## config.mk

```make
export PLATFORM = sky130hd
export DESIGN_NAME = dcache_top
export DESIGN_NICKNAME = d
export VERILOG_FILES = /design/src/dcache_pkg.sv /design/src/dcache_array.sv /design/src/dcache_ctrl.sv /design/src/dcache_top.sv
export SDC_FILE = /design/constraint.sdc
export NUM_CORES = 2
export LEC_CHECK = 0
export BUFFER_PORTS_ARGS = -buffer_cell sky130_fd_sc_hd__buf_2
export CORE_UTILIZATION = 45
export DETAILED_ROUTE_END_ITERATION = 12
export PLACE_DENSITY = 0.66
export SYNTH_ARGS = -nofsm -noshare
export SYNTH_HDL_FRONTEND = slang
export SYNTH_SLANG_ARGS = --single-unit
```

## constraint.sdc

```tcl
create_clock -name clk -period 8.14 [get_ports clk]
set_input_delay 1.628 -clock clk [delete_from_list [all_inputs] [get_ports clk]]
set_output_delay 1.628 -clock clk [all_outputs]
set_load 0.01 [all_outputs]
```

## src/dcache_pkg.sv

```systemverilog
// dcache shared types covering cache geometry, address split, line and way layout
`default_nettype none

package dcache_pkg;

	// ---------------------------------------------------------------------------
	// geometry
	// ---------------------------------------------------------------------------
	localparam int num_sets = 4;
	localparam int num_ways = 2;

	typedef logic [31:0] word_t;
	typedef logic [29:0] word_addr_t;    // processor word address
	typedef logic [27:0] line_addr_t;    // tag then set index
	typedef logic [25:0] tag_t;
	typedef logic [1:0]  set_idx_t;
	typedef logic [1:0]  word_off_t;

	// word address split with the msb first
	typedef struct packed {
		tag_t      tag;
		set_idx_t  set;
		word_off_t off;
	} addr_fields_t;

	// ---------------------------------------------------------------------------
	// line and way layout
	// ---------------------------------------------------------------------------

	// line view for memory transfers, word view for processor accesses
	typedef union packed {
		logic [127:0]    line;
		word_t [3:0]     words;    // words[0] sits at bits 31:0
	} cache_line_u;

	typedef struct packed {
		logic        valid;
		logic        dirty;
		tag_t        tag;
		cache_line_u data;
	} way_entry_t;

	typedef enum logic [1:0] {
		compare_tag = 2'd0,
		write_back  = 2'd1,
		allocate    = 2'd2
	} cache_state_e;

	// outgoing memory request carrying one line per transfer
	typedef struct packed {
		logic        read;
		logic        write;
		line_addr_t  addr;
		cache_line_u data;
	} mem_req_t;

endpackage

`default_nettype wire

```

## src/dcache_array.sv

```systemverilog
// dcache storage array with two-way tag compare, word select and line updates
`default_nettype none
`timescale 1ns/1ns

module dcache_array
	import dcache_pkg::*;
(
	input  logic         clk,
	input  logic         proc_reset,
	input  word_addr_t   proc_addr,
	input  logic         proc_write,
	input  word_t        proc_wdata,
	input  cache_state_e state,
	input  logic         do_fill,
	input  logic         do_clean,
	input  cache_line_u  mem_rdata,
	output logic         hit,
	output word_t        proc_rdata,
	output logic         victim_dirty,
	output line_addr_t   victim_addr,
	output cache_line_u  victim_line
);

	addr_fields_t        fields;
	way_entry_t          entries [num_ways][num_sets];
	logic [num_sets-1:0] repl;        // way to replace next, one bit per set
	logic [num_ways-1:0] hit_vec;
	logic                hit_way;
	logic                vic_way;
	way_entry_t          hit_entry;
	way_entry_t          vic_entry;
	logic                write_hit;

	assign fields = proc_addr;

	// ---------------------------------------------------------------------------
	// lookup
	// ---------------------------------------------------------------------------
	always_comb begin
		for (int w = 0; w < num_ways; w++) begin
			hit_vec[w] = entries[w][fields.set].valid &&
				(entries[w][fields.set].tag == fields.tag);
		end
	end

	assign hit       = |hit_vec;
	assign hit_way   = hit_vec[1];    // way 0 unless way 1 matches
	assign hit_entry = entries[hit_way][fields.set];

	// word view of the hit line
	assign proc_rdata = hit ? hit_entry.data.words[fields.off] : '0;

	// victim is whatever the replace bit points at
	assign vic_way      = repl[fields.set];
	assign vic_entry    = entries[vic_way][fields.set];
	assign victim_dirty = vic_entry.valid && vic_entry.dirty;
	assign victim_addr  = {vic_entry.tag, fields.set};
	assign victim_line  = vic_entry.data;

	// write hits need no help from the controller
	assign write_hit = (state == compare_tag) && proc_write && hit;

	// ---------------------------------------------------------------------------
	// updates
	// ---------------------------------------------------------------------------
	always_ff @(posedge clk) begin
		if (proc_reset) begin
			repl <= '0;
			for (int w = 0; w < num_ways; w++) begin
				for (int s = 0; s < num_sets; s++) begin
					entries[w][s].valid <= 1'b0;
					entries[w][s].dirty <= 1'b0;
				end
			end
		end else begin
			if (write_hit) begin
				entries[hit_way][fields.set].data.words[fields.off] <= proc_wdata;
				entries[hit_way][fields.set].dirty <= 1'b1;
			end

			if (do_clean) begin
				entries[vic_way][fields.set].dirty <= 1'b0;    // line is now in memory
			end

			// whole line arrives at once
			if (do_fill) begin
				entries[vic_way][fields.set].valid <= 1'b1;
				entries[vic_way][fields.set].dirty <= 1'b0;
				entries[vic_way][fields.set].tag   <= fields.tag;
				entries[vic_way][fields.set].data  <= mem_rdata;
				repl[fields.set]                   <= ~vic_way;
			end
		end
	end

	// a tag lives in at most one way of a set
	assert property (@(posedge clk) disable iff (proc_reset)
		!(hit_vec[0] && hit_vec[1]));

	// the address is held through a miss, so the filled line hits next cycle
	assert property (@(posedge clk) disable iff (proc_reset)
		do_fill |=> hit);

endmodule

`default_nettype wire

```

## src/dcache_ctrl.sv

```systemverilog
// dcache controller FSM for tag compare, write-back and allocate
`default_nettype none
`timescale 1ns/1ns

module dcache_ctrl
	import dcache_pkg::*;
(
	input  logic         clk,
	input  logic         proc_reset,
	input  logic         proc_read,
	input  logic         proc_write,
	input  logic         hit,
	input  logic         victim_dirty,
	input  logic         mem_ready,
	output cache_state_e state,
	output logic         proc_stall,
	output logic         mem_read,
	output logic         mem_write,
	output logic         do_fill,
	output logic         do_clean
);

	cache_state_e next_state;
	logic         req;
	logic         miss;

	assign req  = proc_read || proc_write;
	assign miss = req && !hit;

	// ---------------------------------------------------------------------------
	// state register
	// ---------------------------------------------------------------------------
	always_ff @(posedge clk) begin
		if (proc_reset) begin
			state <= compare_tag;
		end else begin
			state <= next_state;
		end
	end

	// ---------------------------------------------------------------------------
	// next state
	// ---------------------------------------------------------------------------
	always_comb begin
		next_state = state;
		case (state)
			compare_tag: begin
				if (miss) begin
					next_state = victim_dirty ? write_back : allocate;
				end
			end
			write_back: begin
				if (mem_ready) begin
					next_state = allocate;    // fetch the missing line next
				end
			end
			allocate: begin
				if (mem_ready) begin
					next_state = compare_tag;
				end
			end
			default: begin
				next_state = compare_tag;
			end
		endcase
	end

	// ---------------------------------------------------------------------------
	// outputs
	// ---------------------------------------------------------------------------

	// stall from the request cycle of a miss until the retry hits
	assign proc_stall = (state != compare_tag) || miss;

	// request level drops in the mem_ready cycle
	assign mem_write = (state == write_back) && !mem_ready;
	assign mem_read  = (state == allocate) && !mem_ready;

	// one-cycle strobes for the array update at the following edge
	assign do_clean = (state == write_back) && mem_ready;
	assign do_fill  = (state == allocate) && mem_ready;

	assert property (@(posedge clk) disable iff (proc_reset)
		!(mem_read && mem_write));

	assert property (@(posedge clk) disable iff (proc_reset)
		(state != compare_tag) |-> proc_stall);

endmodule

`default_nettype wire

```

## src/dcache_top.sv

```systemverilog
// dcache top level joining the storage array and the controller to both ports
`default_nettype none
`timescale 1ns/1ns

module dcache_top
	import dcache_pkg::*;
(
	input  logic        clk,
	input  logic        proc_reset,
	// processor side
	input  logic        proc_read,
	input  logic        proc_write,
	input  word_addr_t  proc_addr,
	input  word_t       proc_wdata,
	output word_t       proc_rdata,
	output logic        proc_stall,
	// memory side
	output logic        mem_read,
	output logic        mem_write,
	output line_addr_t  mem_addr,
	output cache_line_u mem_wdata,
	input  cache_line_u mem_rdata,
	input  logic        mem_ready
);

	addr_fields_t fields;
	cache_state_e state;
	logic         hit;
	logic         victim_dirty;
	line_addr_t   victim_addr;
	cache_line_u  victim_line;
	logic         req_read;
	logic         req_write;
	logic         do_fill;
	logic         do_clean;
	mem_req_t     req;

	assign fields = proc_addr;

	dcache_array u_array (
		.clk          (clk),
		.proc_reset   (proc_reset),
		.proc_addr    (proc_addr),
		.proc_write   (proc_write),
		.proc_wdata   (proc_wdata),
		.state        (state),
		.do_fill      (do_fill),
		.do_clean     (do_clean),
		.mem_rdata    (mem_rdata),
		.hit          (hit),
		.proc_rdata   (proc_rdata),
		.victim_dirty (victim_dirty),
		.victim_addr  (victim_addr),
		.victim_line  (victim_line)
	);

	dcache_ctrl u_ctrl (
		.clk          (clk),
		.proc_reset   (proc_reset),
		.proc_read    (proc_read),
		.proc_write   (proc_write),
		.hit          (hit),
		.victim_dirty (victim_dirty),
		.mem_ready    (mem_ready),
		.state        (state),
		.proc_stall   (proc_stall),
		.mem_read     (req_read),
		.mem_write    (req_write),
		.do_fill      (do_fill),
		.do_clean     (do_clean)
	);

	// ---------------------------------------------------------------------------
	// memory request
	// ---------------------------------------------------------------------------
	always_comb begin
		req.read  = req_read;
		req.write = req_write;
		req.addr  = {fields.tag, fields.set};    // missing line
		req.data  = '0;
		if (state == write_back) begin
			req.addr = victim_addr;
			req.data = victim_line;
		end
	end

	assign mem_read  = req.read;
	assign mem_write = req.write;
	assign mem_addr  = req.addr;
	assign mem_wdata = req.data;

endmodule

`default_nettype wire

```

# Word level (Yosys, flattened, before mapping)

Memory sizes are Yosys's and may differ from the RTL's.
Index checks and enable logic that the tools add are counted.

$lt $le $gt $ge: 6
Equal/unequal tests: 7
Multiplexer cells: 3179
Bitwise operators: 3122
Reductions and logical operators: 23

Operators with widths:

| cell               | count |
|---|---|
| $mux 624           | 11 |
| $mux 1             | 3132 |
| $or 1x1->1         | 3120 |
| $demux 156 s2      | 5 |
| $bmux 156 s2       | 4 |
| $mux 156           | 8 |
| $reduce_or 624->1  | 2 |
| $mux 128           | 4 |
| $mux 155           | 1 |
| $mux 154           | 1 |
| $mux 32            | 3 |
| $bmux 32 s2        | 1 |
| $demux 32 s2       | 1 |
| $eq 26x26->1       | 2 |
| $logic_and 1x1->1  | 13 |
| $mux 2             | 4 |
| $lt 2x3->1 const B | 2 |
| $pmux 2 s3         | 1 |
| $bwmux 4           | 1 |
| $ge 2x1->1 const B | 2 |
| $ne 2x2->1 const B | 2 |
| $ge 3x3->1 const B | 1 |
| $lt 3x1->1 const B | 1 |
| $not 2->3          | 1 |
| 12 further kinds   | 14 |

Register bits: 6
Memory bits (writable): 1248
Input bits: 195
Output and inout bits: 191
Word-level logic and storage cells: 6340
Memories kept: 1

Memories:

| memory          | depth | width | read ports | clocked after memory_dff | write ports | line               | text |
|---|---|---|---|---|---|---|---|
| u_array.entries | 2     | 624   | 4          | 0                        | 2           | dcache_array.sv:25 | `way_entry_t entries [num_ways][num_sets];` |

# Longest topological paths before layout

Depth in word-level cells: 15
Depth in mapped cells: 17
Depth with buffers taken out: 9

# Cells and area by module

Synthesis repeated with hierarchy kept, for this count alone.

Cell total of the unflattened synthesis: 8069
Area total of the unflattened synthesis: 69959.6 sq um

Modules (own cells, without submodules):

| module       | times used | cells each | area an instance (sq um) | sequential area each (sq um) |
|---|---|---|---|---|
| dcache_array | 1          | 7880       | 68507.0                  | 37395.9 |
| dcache_top   | 1          | 174        | 1318.8                   | 0.0 |
| dcache_ctrl  | 1          | 15         | 133.9                    | 40.0 |

# Worst setup path after synthesis

OpenSTA, ideal clock, no wires.

Kind: input -> register
Start point: input port proc_addr[3]
End point: memory u_array.entries[0][0] in the netlist's numbering (enable)
Library setup time: 0.461 ns
Data arrival time: 6.637 ns
Required time: 7.679 ns
Slack: 1.041 ns
Stages on the path: 13
Path buffers: 4
Path through: buf_2 -> clkbuf_1 -> mux4_2 -> xnor2_1 -> nand4_1 -> or4_1 -> nor4_4 -> o2111a_2 -> nand2_2 -> and2_1 -> buf_6 -> buf_6 -> nor3_1

RTL lines:

| element         | line               | text |
|---|---|---|
| start, declared | dcache_top.sv:13   | `input word_addr_t proc_addr,` |
| end, declared   | dcache_array.sv:25 |  |

# Final worst setup path

Start point: input port proc_addr[2]
End point: output port proc_rdata[29]

Word-level cells in the longest chain between the ends: 13
Elaborated cells between the ends (all ways): 19
Classes of those cells: eq/ne (2); mux (12); bitwise (1); reduce/logical (3); memory (1)

Ends and longest elaborated chain:

| element                                      | line                                                       | text |
|---|---|---|
| $not 2->3 (not written as such) (*)          | dcache_array.sv:41, dcache_array.sv:42, dcache_array.sv:48 |  |
| $bmux 156 s2                                 | dcache_array.sv:41, dcache_array.sv:42                     |  |
| $mux 156 (not written as such) (2 in series) | dcache_array.sv:41                                         | `hit_vec[w] = entries[w][fields.set].valid &&` |
| $eq 26x26->1                                 | dcache_array.sv:42                                         | `(entries[w][fields.set].tag == fields.tag);` |
| $logic_and 1x1->1                            | dcache_array.sv:41                                         |  |
| $mem_v2 2x624                                | --                                                         |  |
| $bmux 156 s2                                 | dcache_array.sv:48                                         | `assign hit_entry = entries[hit_way][fields.set];` |
| $mux 128 (not written as such) (2 in series) | dcache_array.sv:48                                         |  |
| $bmux 32 s2                                  | dcache_array.sv:51                                         | `assign proc_rdata = hit ? hit_entry.data.words[fields.off] : '0;` |
| $mux 32 (not written as such)                | dcache_array.sv:51                                         |  |
| $mux 32 (*)                                  | dcache_array.sv:51                                         |  |
| end, declared                                | dcache_top.sv:15                                           | `output word_t proc_rdata,` |

Every way passes the cells marked *; elsewhere a longest branch is shown, timed or not. The select of a mux whose other input is x is not followed.

==> results.json <==
{
  "drt_iter0_drc": 7089,
  "grt_remaining_overflow": 0,
  "cts_hold_buf": 0,
  "path_cells": "buf_12 -> buf_4 -> mux2i_1 -> a2bb2oi_1 -> mux2i_1 -> or4_1 -> nor4_4 -> buf_12 -> buf_12 -> mux4_2 -> mux2i_1 -> o2111ai_1 -> buf_2",
  "ir_drop_uv": 159.1,
  "setup.worst_path.start_class": "input port",
  "track_usage_pct": 30.95,
  "syn_nets": 4422,
  "tritoncts": "done",
  "htree_levels": 4,
  "syn-cell-area_sq_um": 58640,
  "ys_seq_area_share_pct": 64.11,
  "worstPathArrival_ns": 6.40,
  "synth_ff_type": "edfxtp_1",
  "drv_slew": 0,
  "gp_congestion": 0.9171,
  "vias": 41480,
  "cp_max_fo": 45,
  "portBuffers": 385,
  "hold_viol_final": 0,
  "cts_buffer_depth": 3,
  "yosys_warnings": 0,
  "grt_pass1_vias": 39080,
  "yosys.cell_types.count": 60,
  "dieArea_sq_um": 131800,
  "dp_hpwl_um": 129600,
  "die_w_um": 363.0,
  "fin_skew_ns": 0.04133,
  "crit_type": "input port to primary output",
  "start_util_pct": 45.35,
  "worst_pin_slew_ns": 1.294,
  "maxCapViolations": 0,
  "path_clk_slew_ns": 0.05,
  "wl_um": 206300,
  "utilization_pct": 51.92,
  "tns_ns": 0,
  "worst_hold_slack_ns": 0.5106,
  "grt_pass1_wl_um": 288000,
  "critPathTopFamily": "multiplexers",
  "synthCells": 4227,
  "fin_nets": 4748,
  "final-seq-area_sq_um": 37600,
  "path_buf_inv": 5,
  "final_cell_area_sq_um": 67140,
  "synth_edf_count": 1248,
  "routedWlPerCell_um": 32.21,
  "crit_path_end_kind": "primary output",
  "vias_per_cell": 6.477,
  "root_buffer": "clkbuf_16",
  "timing.fmax_ghz": 0.1246,
  "ys_ff_latch": 1254,
  "num-fill-cells": 10690,
  "ioPinCount": 386,
  "die_y_um": 363.0,
  "area_growth_pct": 14.50,
  "async_flop_share_pct": 0,
  "rsz0062_at_grt": "no",
  "rows": 132,
  "place_area_sq_um": 62920,
  "max_slew_margin_pct": 13.51,
  "slowest_delay_ns": 0.67,
  "grt_max_degree": 162,
  "avgSynthCellArea_sq_um": 13.87,
  "hold_class": "flop to flop",
  "setup_viol": 0,
  "slowest_stage": "or4_1",
  "cts_sinks": 1254,
  "firstDrtPassIters": 6,
  "outcome": "finished, final reports clean",
  "clk_latency_ns": 0.79,
  "power_leakage_uw": 0.02256,
  "post-route-min-period_ns": 8.025,
  "multi_input_area_sq_um": 19830,
  "core-area_sq_um": 129300,
  "drc_errors": 0,
  "p_per_area_nw_per_um2": 208.2,
  "period_share_pct": 98.58,
  "drive_gt1_share_pct": 23.58,
  "cp.required_ns": 6.51,
  "ant_nets": 0,
  "antenna_found_initial": 41,
  "cts_inserted_buffers": 133
}
==> cell families (layout without fill, tap and decap cells) <==
group	after synthesis	after routing	share of synthesized area, %
AND/OR/NAND/NOR	1687	1687	12.17
other	0	14	0
AO/OA/AOI/OAI	392	392	4.442
XOR/XNOR	59	59	0.8812
buffers and inverters	332	753	2.584
multiplexers	503	503	15.81
flip-flops	1254	1254	64.11
==> cells in the mapped netlist (7+ instances only) <==
library cell	count	area [sq um]
a21oi_1	142	710.7
a31oi_1	55	344.1
a32oi_1	109	954.7
and2_1	33	206.5
and3_1	8	50.05
buf_1	29	108.9
buf_2	71	355.3
buf_4	19	142.6
buf_6	14	157.7
clkbuf_1	193	724.4
edfxtp_1	1248	37480
mux2i_1	161	1612
mux4_2	338	7612
nand2_1	1234	4632
nand3_1	228	1141
nand4_1	87	544.3
nor2_1	19	71.32
nor2b_1	7	43.79
nor3_1	44	220.2
o2111ai_1	16	140.1
o21ai_0	33	165.2
xnor2_1	45	394.1
xor2_1	14	122.6
==> tightest hold or removal path, stage by stage, from the launching register on <==
cell      delay [ns]
dfxtp_1         0.31
nor2_1          0.10
a211oi_1        0.05
==> flip-flops by register name, indices dropped and copies added (netlist names) <==
signal / count
u_array.repl: 4
u_ctrl.state: 2
u_array.entries: 1248
==> worst paths after layout <==
check	startpoint	to	slack [ns]	depth (start not counted)
hold reg to reg	u_array.repl[1]	u_array.repl[1]	0.51	2
setup reg to reg	u_array.entries[0][140]	u_array.entries[1][573]	3.14	10
setup / recovery	proc_addr[2]	proc_rdata[29]	0.12	13
hold / removal	u_array.repl[1]	u_array.repl[1]	0.51	2
==> cell usage in the layout (no fill, tap or decap), types with 15 or more instances in the layout <==
cell type / count
and2_1: 31
mux2i_1: 159
edfxtp_1: 1248
buf_12: 30
nand3_1: 228
nand2_1: 1234
o21ai_0: 33
buf_2: 383
clkinv_2: 16
clkbuf_16: 136
a21oi_1: 142
xnor2_1: 45
a32oi_1: 109
clkinv_1: 23
nor2_1: 18
nand4_1: 87
mux4_2: 338
a31oi_1: 55
nor3_2: 36
clkbuf_1: 33
o2111ai_1: 15
buf_4: 103
==> per-layer routing <==
metal  vias to the layer above  part of all wire [%]  wire (um)  GRT usage [%]
met1                     20870                    36      74430          41.43
li1                      16860                     -          -              -
met5                         -                  0.12        247              0
met4                        36                   5.4      11040          15.68
met2                      3207                    43      89110          44.39
met3                       509                    15      31460          11.22
==> timing repair <==
item / CTS / global route
buffers inserted: 0 / 0
gates cloned: 0 / 0
resized for setup: 3 / 2
setup endpoints to repair: 2 / 4
==> stage by stage <==
stage | total power [uW] | instances | setup slack, ns
after global routing | 14300 | 6397 | 0.09791
after detailed placement | 8177 | 6160 | -0.06065
final | 13980 | 6404 | 0.1155
after floorplan | 7800 | 4227 | 1.042
after global placement | 8168 | 6160 | -0.1340
after CTS | 14010 | 6390 | 0.1340
==> power breakdown <==
group,internal [uW],switching [uW]
clock,3420,2510
combinational,306,597
sequential,7130,25.7
total,10800,3130
==> cell type report <==
type / instances / share of cell area, %
diodes: 14 / 0.05218
clock buffers: 169 / 5.253
clock inverters: 61 / 0.9560
inverters: 5 / 0.02795
multi-input cells: 2641 / 29.53
flip-flops and latches: 1254 / 55.99
well taps: 1742 / 3.246
repair buffers: 518 / 4.940
(Power assumes the default switching activity.)
